### config.mk
export PLATFORM = sky130hd
export DESIGN_NAME = cce_top
export DESIGN_NICKNAME = d
export VERILOG_FILES = /design/src/hdl/cce_pkg.sv /design/src/hdl/cce_inst_decode.sv /design/src/hdl/cce_lce_req_buffer.sv /design/src/hdl/cce_alu.sv /design/src/hdl/cce_reg.sv /design/src/hdl/cce_top.sv
export SDC_FILE = /design/constraint.sdc
export NUM_CORES = 1
export LEC_CHECK = 0
export BUFFER_PORTS_ARGS = -buffer_cell sky130_fd_sc_hd__buf_2
export CORE_MARGIN = 5
export CORE_UTILIZATION = 30
export DETAILED_ROUTE_END_ITERATION = 16
export PLACE_DENSITY = 0.57
export SLEW_MARGIN = 20
export SYNTH_ARGS = -nofsm -noshare
export SYNTH_HDL_FRONTEND = slang
export SYNTH_SLANG_ARGS = --single-unit
### constraint.sdc
create_clock -name clk_i -period 8.8 [get_ports clk_i]
set_input_delay 0.88 -clock clk_i [delete_from_list [all_inputs] [get_ports clk_i]]
set_output_delay 0.88 -clock clk_i [all_outputs]
set_load 0.01 [all_outputs]
### src/hdl/cce_pkg.sv
// CCE register subsystem package
// Widths, opcode and state encodings, and the packed structs shared by the
// decoder, the LCE request buffer, the ALU and the register file

package cce_pkg;

  localparam int num_gpr_lp       = 4;
  localparam int gpr_width_lp     = 16;
  localparam int gpr_sel_width_lp = $clog2(num_gpr_lp);
  localparam int imm_width_lp     = 8;
  localparam int paddr_width_lp   = 12;
  localparam int lce_id_width_lp  = 2;
  localparam int num_flags_lp     = 4;

  // Lowest uncacheable physical address
  localparam logic [paddr_width_lp-1:0] uncached_base_lp = 12'h800;

  // Unlisted codes decode as nop
  typedef enum logic [3:0] {
    e_op_nop     = 4'd0,
    e_op_movi    = 4'd1,
    e_op_add     = 4'd2,
    e_op_sub     = 4'd3,
    e_op_mov     = 4'd4,
    e_op_poph    = 4'd5,
    e_op_clm     = 4'd6,
    e_op_ldflags = 4'd7,
    e_op_setcoh  = 4'd8
  } cce_opcode_e;

  typedef enum logic [1:0] {
    e_coh_i = 2'd0,
    e_coh_s = 2'd1,
    e_coh_e = 2'd2,
    e_coh_m = 2'd3
  } coh_state_e;

  typedef enum logic [1:0] {
    e_req_rd    = 2'd0,
    e_req_wr    = 2'd1,
    e_req_uc_rd = 2'd2,
    e_req_uc_wr = 2'd3
  } lce_req_type_e;

  // Bit positions inside the MSHR flag vector
  typedef enum logic [1:0] {
    e_flag_rqf  = 2'd0,
    e_flag_ucf  = 2'd1,
    e_flag_nerf = 2'd2,
    e_flag_rcf  = 2'd3
  } mshr_flag_e;

  // 16-bit microcode word
  typedef struct packed {
    cce_opcode_e                 op;
    logic [gpr_sel_width_lp-1:0] dst;
    logic [gpr_sel_width_lp-1:0] src_a;
    logic [imm_width_lp-1:0]     imm;
  } cce_inst_s;

  typedef struct packed {
    lce_req_type_e              msg_type;
    logic [lce_id_width_lp-1:0] src_id;
    logic [paddr_width_lp-1:0]  paddr;
    logic [1:0]                 size;
    logic                       non_excl;
  } lce_req_hdr_s;

  typedef struct packed {
    logic [lce_id_width_lp-1:0] lce_id;
    logic [paddr_width_lp-1:0]  paddr;
    logic [1:0]                 msg_size;
    coh_state_e                 next_coh_state;
    logic [num_flags_lp-1:0]    flags;
  } mshr_s;

  typedef struct packed {
    cce_opcode_e                 op;
    logic [gpr_sel_width_lp-1:0] dst;
    logic [gpr_sel_width_lp-1:0] src_a;
    logic [gpr_sel_width_lp-1:0] src_b;
    logic [imm_width_lp-1:0]     imm;
    logic [num_gpr_lp-1:0]       gpr_w_v;
    logic                        mshr_clear;
    logic                        poph;
    logic                        lce_w_v;
    logic                        addr_w_v;
    logic                        msg_size_w_v;
    logic [num_flags_lp-1:0]     flag_w_v;
    logic                        coh_state_w_v;
  } decoded_inst_s;

endpackage

### src/hdl/cce_inst_decode.sv
// CCE microcode instruction decoder
// Turns a microcode word into GPR and per-field MSHR write enables.
// A header pop stalls until the request buffer holds a header.

`timescale 1ns/100ps

module cce_inst_decode (
  input  cce_pkg::cce_inst_s     instr_i,
  input  logic                   instr_v_i,
  input  logic                   hdr_v_i,
  output cce_pkg::decoded_inst_s decoded_o,
  output logic                   stall_o,
  output logic                   pop_o
);

  import cce_pkg::*;

  logic is_poph;

  assign is_poph = instr_v_i && (instr_i.op == e_op_poph);

  // Pop waits for a buffered header, then dequeues it on the executing edge
  assign stall_o = is_poph && !hdr_v_i;
  assign pop_o   = is_poph && hdr_v_i;

  always_comb begin
    decoded_o       = '0;
    decoded_o.op    = instr_i.op;
    decoded_o.dst   = instr_i.dst;
    decoded_o.src_a = instr_i.src_a;
    // Second ALU operand is selected by the low immediate bits
    decoded_o.src_b = instr_i.imm[gpr_sel_width_lp-1:0];
    decoded_o.imm   = instr_i.imm;

    if (instr_v_i) begin
      case (instr_i.op)
        e_op_movi, e_op_add, e_op_sub, e_op_mov: begin
          decoded_o.gpr_w_v[instr_i.dst] = 1'b1;
        end
        e_op_poph: begin
          decoded_o.poph         = 1'b1;
          decoded_o.lce_w_v      = 1'b1;
          decoded_o.addr_w_v     = 1'b1;
          decoded_o.msg_size_w_v = 1'b1;
          decoded_o.flag_w_v     = '1;
        end
        e_op_clm: begin
          decoded_o.mshr_clear = 1'b1;
        end
        e_op_ldflags: begin
          decoded_o.flag_w_v = '1;
        end
        e_op_setcoh: begin
          decoded_o.coh_state_w_v = 1'b1;
        end
        default: begin
        end
      endcase
    end
  end

endmodule

### src/hdl/cce_lce_req_buffer.sv
// One-entry LCE request header buffer
// Captures a header through a four-phase req/ack handshake and holds it
// until the decoder pops it. While full, the next ack is held off.

`timescale 1ns/100ps

module cce_lce_req_buffer (
  input  logic                  clk_i,
  input  logic                  reset_i,
  input  cce_pkg::lce_req_hdr_s lce_req_i,
  input  logic                  lce_req_req_i,
  input  logic                  pop_i,
  output logic                  lce_req_ack_o,
  output cce_pkg::lce_req_hdr_s hdr_o,
  output logic                  hdr_v_o
);

  import cce_pkg::*;

  typedef enum logic {
    e_idle,
    e_acked
  } ack_state_e;

  ack_state_e   state_r;
  lce_req_hdr_s hdr_r;
  logic         full_r;
  logic         capture;

  // Accept only with ack low and the slot empty
  assign capture = lce_req_req_i && !full_r && (state_r == e_idle);

  always_ff @(posedge clk_i) begin
    if (reset_i) begin
      state_r <= e_idle;
      full_r  <= 1'b0;
    end else begin
      case (state_r)
        e_idle: begin
          if (capture) begin
            state_r <= e_acked;
          end
        end
        e_acked: begin
          // Release ack once the requester has dropped req
          if (!lce_req_req_i) begin
            state_r <= e_idle;
          end
        end
        default: begin
          state_r <= e_idle;
        end
      endcase

      if (capture) begin
        full_r <= 1'b1;
      end else if (pop_i) begin
        full_r <= 1'b0;
      end
    end
  end

  always_ff @(posedge clk_i) begin
    if (capture) begin
      hdr_r <= lce_req_i;
    end
  end

  assign lce_req_ack_o = (state_r == e_acked);
  assign hdr_o         = hdr_r;
  assign hdr_v_o       = full_r;

  // The decoder only dequeues a header that is actually held
  pop_needs_header_a: assert property (
    @(posedge clk_i) disable iff (reset_i) pop_i |-> hdr_v_o
  ) else $error("cce_lce_req_buffer: pop with empty buffer");

endmodule

### src/hdl/cce_alu.sv
// CCE microcode ALU
// Produces the GPR write value for movi, add, sub and mov

`timescale 1ns/100ps

module cce_alu (
  input  cce_pkg::decoded_inst_s                                    decoded_i,
  input  logic [cce_pkg::num_gpr_lp-1:0][cce_pkg::gpr_width_lp-1:0] gpr_i,
  output logic [cce_pkg::gpr_width_lp-1:0]                          alu_res_o
);

  import cce_pkg::*;

  logic [gpr_width_lp-1:0] src_a;
  logic [gpr_width_lp-1:0] src_b;

  assign src_a = gpr_i[decoded_i.src_a];
  assign src_b = gpr_i[decoded_i.src_b];

  // Add and sub wrap modulo 2^16
  always_comb begin
    case (decoded_i.op)
      e_op_add:  alu_res_o = src_a + src_b;
      e_op_sub:  alu_res_o = src_a - src_b;
      e_op_movi: alu_res_o = {{(gpr_width_lp-imm_width_lp){1'b0}}, decoded_i.imm};
      default:   alu_res_o = src_a;
    endcase
  end

endmodule

### src/hdl/cce_reg.sv
// CCE register file
// Holds the GPRs, the MSHR with its flags and the default coherence state.
// MSHR fields are written under their own enables, from the popped LCE
// request header or from source A. Includes the PMA cacheability check.

`timescale 1ns/100ps

module cce_reg (
  input  logic                                                      clk_i,
  input  logic                                                      reset_i,
  input  cce_pkg::decoded_inst_s                                    decoded_inst_i,
  input  logic                                                      stall_i,
  input  logic [cce_pkg::gpr_width_lp-1:0]                          alu_res_i,
  input  cce_pkg::lce_req_hdr_s                                     lce_req_hdr_i,
  output logic [cce_pkg::num_gpr_lp-1:0][cce_pkg::gpr_width_lp-1:0] gpr_o,
  output cce_pkg::mshr_s                                            mshr_o,
  output cce_pkg::coh_state_e                                       coh_state_o
);

  import cce_pkg::*;

  logic [num_gpr_lp-1:0][gpr_width_lp-1:0] gpr_r;
  logic [gpr_width_lp-1:0]                 src_a;
  logic [num_gpr_lp-1:0]                   gpr_w_mask;
  mshr_s                                   mshr_r;
  mshr_s                                   mshr_n;
  coh_state_e                              coh_state_r;
  coh_state_e                              coh_state_n;
  logic                                    req_rqf;
  logic                                    req_ucf;
  logic                                    req_cacheable;
  logic                                    req_cached_type;

  assign src_a      = gpr_r[decoded_inst_i.src_a];
  assign gpr_w_mask = stall_i ? '0 : decoded_inst_i.gpr_w_v;

  // PMA check, everything from the uncached base upward bypasses the cache
  assign req_cacheable = (lce_req_hdr_i.paddr < uncached_base_lp);

  assign req_rqf = (lce_req_hdr_i.msg_type == e_req_wr)
                   || (lce_req_hdr_i.msg_type == e_req_uc_wr);
  assign req_ucf = (lce_req_hdr_i.msg_type == e_req_uc_rd)
                   || (lce_req_hdr_i.msg_type == e_req_uc_wr);
  assign req_cached_type = (lce_req_hdr_i.msg_type == e_req_rd)
                           || (lce_req_hdr_i.msg_type == e_req_wr);

  assign coh_state_n = coh_state_e'(src_a[1:0]);

  always_comb begin
    mshr_n = mshr_r;
    if (decoded_inst_i.mshr_clear) begin
      // Cleared MSHR starts from the default coherence state
      mshr_n                = '0;
      mshr_n.next_coh_state = coh_state_r;
    end else if (decoded_inst_i.poph) begin
      mshr_n.lce_id             = lce_req_hdr_i.src_id;
      mshr_n.paddr              = lce_req_hdr_i.paddr;
      mshr_n.msg_size           = lce_req_hdr_i.size;
      mshr_n.flags[e_flag_rqf]  = req_rqf;
      mshr_n.flags[e_flag_ucf]  = req_ucf;
      mshr_n.flags[e_flag_nerf] = lce_req_hdr_i.non_excl;
      mshr_n.flags[e_flag_rcf]  = req_cacheable;
    end else begin
      mshr_n.flags = src_a[num_flags_lp-1:0];
    end
  end

  always_ff @(posedge clk_i) begin
    if (reset_i) begin
      gpr_r       <= '0;
      mshr_r      <= '0;
      coh_state_r <= e_coh_i;
    end else begin
      for (int i = 0; i < num_gpr_lp; i++) begin
        if (gpr_w_mask[i]) begin
          gpr_r[i] <= alu_res_i;
        end
      end

      if (!stall_i && decoded_inst_i.coh_state_w_v) begin
        coh_state_r <= coh_state_n;
      end

      // Clear overrides the per-field writes
      if (!stall_i && decoded_inst_i.mshr_clear) begin
        mshr_r <= mshr_n;
      end else if (!stall_i) begin
        if (decoded_inst_i.lce_w_v) begin
          mshr_r.lce_id <= mshr_n.lce_id;
        end
        if (decoded_inst_i.addr_w_v) begin
          mshr_r.paddr <= mshr_n.paddr;
        end
        if (decoded_inst_i.msg_size_w_v) begin
          mshr_r.msg_size <= mshr_n.msg_size;
        end
        for (int i = 0; i < num_flags_lp; i++) begin
          if (decoded_inst_i.flag_w_v[i]) begin
            mshr_r.flags[i] <= mshr_n.flags[i];
          end
        end
      end
    end
  end

  assign gpr_o       = gpr_r;
  assign mshr_o      = mshr_r;
  assign coh_state_o = coh_state_r;

  // Requesters send cached reads and writes only to cacheable memory
  pma_cached_req_a: assert property (
    @(posedge clk_i) disable iff (reset_i)
    (decoded_inst_i.poph && !stall_i && req_cached_type) |-> req_cacheable
  ) else $error("cce_reg: cached request to uncacheable address");

endmodule

### src/hdl/cce_top.sv
// CCE register subsystem top level
// Decoder, one-entry LCE request buffer, ALU and register file.
// Instructions arrive on the top ports, request headers by req/ack.

`timescale 1ns/100ps

module cce_top (
  input  logic                                                      clk_i,
  input  logic                                                      reset_i,
  input  cce_pkg::cce_inst_s                                        instr_i,
  input  logic                                                      instr_v_i,
  input  cce_pkg::lce_req_hdr_s                                     lce_req_i,
  input  logic                                                      lce_req_req_i,
  output logic                                                      lce_req_ack_o,
  output logic                                                      stall_o,
  output logic [cce_pkg::num_gpr_lp-1:0][cce_pkg::gpr_width_lp-1:0] gpr_o,
  output cce_pkg::mshr_s                                            mshr_o,
  output cce_pkg::coh_state_e                                       coh_state_o
);

  import cce_pkg::*;

  decoded_inst_s           decoded;
  lce_req_hdr_s            hdr;
  logic                    hdr_v;
  logic                    pop;
  logic [gpr_width_lp-1:0] alu_res;

  cce_inst_decode i_decode (
    .instr_i   (instr_i),
    .instr_v_i (instr_v_i),
    .hdr_v_i   (hdr_v),
    .decoded_o (decoded),
    .stall_o   (stall_o),
    .pop_o     (pop)
  );

  cce_lce_req_buffer i_req_buffer (
    .clk_i         (clk_i),
    .reset_i       (reset_i),
    .lce_req_i     (lce_req_i),
    .lce_req_req_i (lce_req_req_i),
    .pop_i         (pop),
    .lce_req_ack_o (lce_req_ack_o),
    .hdr_o         (hdr),
    .hdr_v_o       (hdr_v)
  );

  cce_alu i_alu (
    .decoded_i (decoded),
    .gpr_i     (gpr_o),
    .alu_res_o (alu_res)
  );

  cce_reg i_reg (
    .clk_i          (clk_i),
    .reset_i        (reset_i),
    .decoded_inst_i (decoded),
    .stall_i        (stall_o),
    .alu_res_i      (alu_res),
    .lce_req_hdr_i  (hdr),
    .gpr_o          (gpr_o),
    .mshr_o         (mshr_o),
    .coh_state_o    (coh_state_o)
  );

endmodule

==> results.sh, run 1 <==
export IMPL_status="completed"
export IMPL_cp_end_kind="flop"
export IMPL_ys_seq_area_share_pct=40.6
export IMPL_ys_flop_type="dfxtp_1"
export IMPL_syn_nets=692
export IMPL_synth_common_cells="dfxtp_1 (90), nor2_1 (88), nand2_1 (76)"
export IMPL_min_delay_path_class="flop to flop"
export IMPL_timing_slew_headroom_pct=28.3
export IMPL_hold_start="i_reg.mshr_o[4]"
export IMPL_pin_count=129
export IMPL_synth_warnings=0
export IMPL_clockRootBuffer="clkbuf_16"
export IMPL_grt_pass1_wl_um=28300
export IMPL_dieArea_um2=22400
export IMPL_ys_types=50
export IMPL_p_leak_nw=2.68
export IMPL_rsz0062_at_grt="false"
export IMPL_wire_per_inst_um=17.7
export IMPL_yosysMostFrequentCell="dfxtp_1"
export IMPL_skew_ps=7.26
export IMPL_globalplace_congestion=0.833
export IMPL_grt_usage_pct=16.2
export IMPL_cts_tree="yes"
export IMPL_htree_levels=3
export IMPL_vias_per_cell=5.12
export IMPL_hold_viol_final=0
export IMPL_synth_edf_count=19
export IMPL_post_route_period_util_pct=54.7
export IMPL_core_area_um2=19300
export IMPL_port_buffers=128
export IMPL_crit_fanout=17
export IMPL_drt_pass1_iter_count=7
export IMPL_ir_worst_vdd_mv=0.104
export IMPL_drv_cap=0
export IMPL_critPathLaunchType="input pin"
export IMPL_drive_above_1_share_pct=25.9
export IMPL_cts_buffer_depth=2
export IMPL_area_growth_synth_to_final_pct=19.2
export IMPL_dr_total_vias=5150
export IMPL_drt_wl_total_um=17800
export IMPL_synth_area_leader_cell="dfxtp_1"
export IMPL_critPathRequiredTime_ps=8990
export IMPL_cp_arrival_ps=5010
export IMPL_worstHoldEndpoint="i_reg.mshr_o[4]"
export IMPL_die_height_um=150
export IMPL_grt_pass1_vias=5011
export IMPL_ys_ff_latch=109
export IMPL_syn_area_per_cell_um2=9.19
export IMPL_worst_r2r_startpoint="i_reg.gpr_o[50]"
export IMPL_grt_overflow=0
export IMPL_nNetsFinal=789
export IMPL_clk_latency_ps=360
export IMPL_nFillCells=1989
export IMPL_async_flop_share_pct=0
export IMPL_setup_violations_final=0
export IMPL_synth_cells=636
export IMPL_yosys_area_top_type_share_pct=30.8
export IMPL_grt_max_degree=91
export IMPL_path_class="input pin to flop"
export IMPL_r2r_end="i_reg.gpr_o[62]"
export IMPL_max_freq_ghz=0.208
export IMPL_r2r_slack_ps=4740
export IMPL_cts_sinks=109
export IMPL_cts_setup_buffers=0
export IMPL_worstMarginPinSlew_ps=1080
export IMPL_hpwl_um=13100
export IMPL_post_cts_resized=0
export IMPL_hold_buffers=0
export IMPL_report_power_total_mw=1.15
export IMPL_cts_buffers=9
export IMPL_drv_slew=0
export IMPL_syn_area_um2=5850
export IMPL_final_setup_tns_ps=0
export IMPL_cts_clk_slew_worst_paths_ps=80
export IMPL_worst_r2r_cell_count=14
export IMPL_fp_row_count=51
export IMPL_power_density_nw_per_um2=165
export IMPL_post_route_min_period_ps=4810
export IMPL_ant_nets=0
export IMPL_die_width_um=150
export IMPL_initial_core_util_pct=30.2
export IMPL_synth_area_leaders="dfxtp_1 (31%), mux4_2 (12%), edfxtp_1 (9.8%)"
export IMPL_antenna_found_initial=2
export IMPL_hold_depth=2
export IMPL_drtIter0Drc=252
export IMPL_drc=0
[critical path, cell delays in order]
cell and delay [ps]:
buf_2 480, mux4_2 630, nor2_1 260, nand2_1 140, o21ai_0 220, xor2_1 180
ha_1 300, a21o_1 190, a21oi_1 270, nor2_1 100, a211oi_1 410, a31oi_1 180
mux2i_1 150, a221oi_1 450, a211oi_1 150
[layer usage]
metal	GRT usage, %	vias to the layer above	routed length (um)
met1	20.5	2446	7710
li1	-	2519	-
met3	4.82	12	1350
met4	4.58	0	283
met5	0	-	0
met2	26.8	173	8480
[layout make-up]
cell class	instances	area [um2]	area share [%]
tap	265	332	4.76
multi-input combinational	471	3250	46.7
antenna	3	7.51	0.108
clock inverter	7	73.8	1.06
inverter	11	41.3	0.593
clock buffer	9	225	3.23
timing repair buffer	131	663	9.52
sequential	109	2370	34.0
[where the power goes]
part | total (mW) | leakage, nW | internal (mW) | switching (mW)
Combinational | 0.206 | 1.62 | 0.0840 | 0.122
Sequential | 0.527 | 0.906 | 0.519 | 0.00803
Clock | 0.413 | 0.148 | 0.202 | 0.211
[through the flow]
| step | util (%) | hold slack [ps] | cells | worst slack (ps) | instance area [um2] |
|---|---|---|---|---|---|
| after detailed placement | 34.5 | 447 | 987 | 3610 | 6660 |
| after CTS | 36.0 | 460 | 1003 | 3990 | 6960 |
| after global routing | 36.0 | 483 | 1005 | 3420 | 6970 |
| final | 36.0 | 457 | 1006 | 3990 | 6970 |
| after global placement | 34.5 | 442 | 987 | 3630 | 6660 |
| after floorplan | - | 471 | 636 | 4300 | 5850 |
[state kept, by name, indices dropped and copies added (netlist names)]
name / count
i_reg.gpr_o: 64
i_reg.coh_state_o: 2
i_req_buffer.lce_req_ack_o: 1
i_reg.mshr_o: 22
i_req_buffer.hdr_v_o: 1
i_req_buffer.hdr_o: 19
[worst max path at each step]
| stage | endpoint | start | slack [ps] |
|---|---|---|---|
| after floorplan | i_reg.gpr_o[62] | instr_i[1] | 4300 |
| after global placement | i_reg.gpr_o[62] | instr_i[0] | 3630 |
| after detailed placement | i_reg.gpr_o[62] | instr_i[0] | 3610 |
| after CTS | i_reg.gpr_o[62] | instr_i[0] | 3990 |
| after global routing | i_reg.gpr_o[62] | instr_i[0] | 3420 |
| final | i_reg.gpr_o[62] | instr_i[0] | 3990 |
[logic make-up (layout without fill, tap and decap cells)]
family | Yosys count | in the layout | synth area share, %
compound gates | 157 | 157 | 17.2
xor+xnor | 23 | 23 | 3.45
fa+ha+maj | 17 | 17 | 3.77
buf+inv | 56 | 158 | 3.94
flops | 109 | 109 | 40.6
mux | 36 | 36 | 13.0
other cells | 0 | 3 | 0
simple gates | 238 | 238 | 18.1
[layout by cell type, fill, tap and decap left out, types with 6 or more instances in the layout]
cell type and n:
o21ai_0 17, clkbuf_16 9, inv_1 11, xnor2_1 12
and2_1 6, a211oi_1 31, nand2b_1 7, nor2_1 88
dfxtp_1 90, nand2_1 76, nor3_1 13, buf_2 128
a21oi_1 57, o22ai_1 7, a22oi_1 11, xor2_1 11
ha_1 16, mux4_2 32, o21a_1 7, nand3_1 21
a311oi_1 8, edfxtp_1 19
Power figures use the tool's default switching activity.
==> run 2: changes to the inputs <==
==> constraint.sdc (replaced) <==
create_clock -name clk_i -period 4.8 [get_ports clk_i]
set_input_delay 0.48 -clock clk_i [delete_from_list [all_inputs] [get_ports clk_i]]
set_output_delay 0.48 -clock clk_i [all_outputs]
set_load 0.01 [all_outputs]
==> run 2 against run 1 <==
Critical endpoint is now i_reg.gpr_o[30]. Final area rose by 0.61%. Final cell count rose by 0.30%. Die area did not move. Largest power group unchanged. Global-route usage rose by 0.18 points.
==> results.sh, run 2 (synthesis gave the netlist of run 1 again) <==
export IMPL_core_area_um2=19300
export IMPL_ir_worst_vdd_mv=0.185
export IMPL_max_freq_ghz=0.236
export IMPL_route_met2_wl_um=8750
export IMPL_cts_sinks=109
export IMPL_port_buffers=128
export IMPL_cts_buffers=9
export IMPL_r2r_slack_ps=730
export IMPL_cp_end_kind="flop"
export IMPL_hold_viol_final=0
export IMPL_slowest_stage="mux4_2"
export IMPL_wl_met1_um=7520
export IMPL_cts_setup_buffers=0
export IMPL_initial_core_util_pct=30.2
export IMPL_dpl_worst_slack_ps=209
export IMPL_die_width_um=150
export IMPL_largest_reg_flops=64
export IMPL_placed_cells=992
export IMPL_drc=0
export IMPL_worstMarginPinSlew_ps=1080
export IMPL_hold_buffers=0
export IMPL_drv_cap=0
export IMPL_dr_total_vias=5212
export IMPL_drv_slew=0
export IMPL_crit_fanout=10
export IMPL_cts_buffer_depth=2
export IMPL_fp_row_count=51
export IMPL_final_area_um2=7010
export IMPL_dieArea_um2=22400
export IMPL_grt_pass1_wl_um=28500
export IMPL_rsz0062_at_grt="false"
export IMPL_worst_r2r_cell_count=14
export IMPL_post_cts_resized=0
export IMPL_drive_above_1_share_pct=26.4
export IMPL_min_delay_path_class="input pin to flop"
export IMPL_grt_max_degree=49
export IMPL_drtIter0Drc=452
export IMPL_cp_arrival_ps=4440
export IMPL_mostFrequentLayoutCell="buf_2"
export IMPL_timing_slew_headroom_pct=27.4
export IMPL_mostFrequentLayoutCells="buf_2 (128), dfxtp_1 (90), nor2_1 (88)"
export IMPL_hpwl_um=13300
export IMPL_placed_cell_area_um2=6700
export IMPL_critPathMaxStageDelay_ps=600
export IMPL_path_class="input pin to flop"
export IMPL_grt_usage_pct=16.3
export IMPL_dr_wl_met3_um=1520
export IMPL_pin_count=129
export IMPL_setup_violations_final=0
export IMPL_cts_tree="yes"
export IMPL_die_height_um=150
export IMPL_cts_clk_slew_worst_paths_ps=90
export IMPL_skew_ps=8.25
export IMPL_layout_setup_ws_ps=565
export IMPL_wire_per_inst_um=17.9
export IMPL_post_route_period_util_pct=88.2
export IMPL_final_cells=1009
export IMPL_antenna_found_initial=2
export IMPL_drt_wl_total_um=18000
export IMPL_dr_max_layer_used="met5"
export IMPL_post_route_min_period_ps=4240
export IMPL_grt_pass1_vias=5062
export IMPL_htree_levels=3
export IMPL_nFillCells=2006
export IMPL_hold_depth=1
export IMPL_vias_per_cell=5.17
export IMPL_drt_pass1_iter_count=5
export IMPL_clockRootBuffer="clkbuf_16"
export IMPL_p_leak_nw=2.70
export IMPL_nNetsFinal=794
export IMPL_final_setup_tns_ps=0
export IMPL_area_growth_synth_to_final_pct=19.9
export IMPL_power_density_nw_per_um2=303
export IMPL_report_power_total_mw=2.12
export IMPL_clk_latency_ps=370
export IMPL_critPathRequiredTime_ps=5000
export IMPL_status="completed"
export IMPL_critPathLaunchType="input pin"
export IMPL_crit_chain="buf_2 > mux4_2 > nor2_1 > nand2_1 > o21ai_0 > xor2_1 > ha_1 > a21o_1 > a21oi_1 > nor2_1 > a211oi_1 > a31oi_1 > mux2i_1 > a221oi_1 > a211oi_1"
export IMPL_ant_nets=0
export IMPL_globalplace_congestion=0.897
export IMPL_grt_overflow=0
## run 2: layout make-up
class                           count  area [um2]  area share [%]
Clock inverter                      7        83.8            1.20
Inverter                           11        41.3           0.589
Tap cell                          265         332            4.73
Antenna cell                        1        2.50          0.0357
Clock buffer                        9         225            3.21
Sequential cell                   109        2370            33.8
Timing Repair Buffer              136         701            9.99
Multi-Input combinational cell    471        3250            46.4
## run 2: stage by stage
step	hold WS (ps)	utilization [%]
global route	261	36.2
detailed placement	448	34.6
global placement	441	34.6
finish	280	36.3
CTS	267	36.2
floorplan	471	-
## run 2: path summary, 6_finish.rpt
kind                                      start               endpoint
worst max-delay path                 instr_i[0]        i_reg.gpr_o[30]
worst min-delay path               lce_req_i[8]  i_req_buffer.hdr_o[8]
worst max register to register   i_reg.gpr_o[2]        i_reg.gpr_o[30]
worst min register to register  i_reg.mshr_o[4]        i_reg.mshr_o[4]
## run 2: per-layer routing
metal  up-vias  track usage (%)
li1       2530                -
met1      2452             20.6
met2       203             27.5
met3        23             4.91
met4         4             3.98
met5         -                0
## run 2: power breakdown
part	total, mW	switching [mW]	leakage (nW)	internal [mW]
Sequential	0.967	0.0150	0.906	0.952
Combinational	0.384	0.224	1.65	0.160
Clock	0.771	0.395	0.151	0.376
## run 2: worst max-delay path, delay by kind of cell
family                     cells  cell delay (ps)
adders and majority gates      1              290
and+or+nand+nor                3              530
AOI/OAI and AO/OA              7             1900
muxes                          2              760
buffers and inverters          1              310
xor gates and xnor gates       1              170
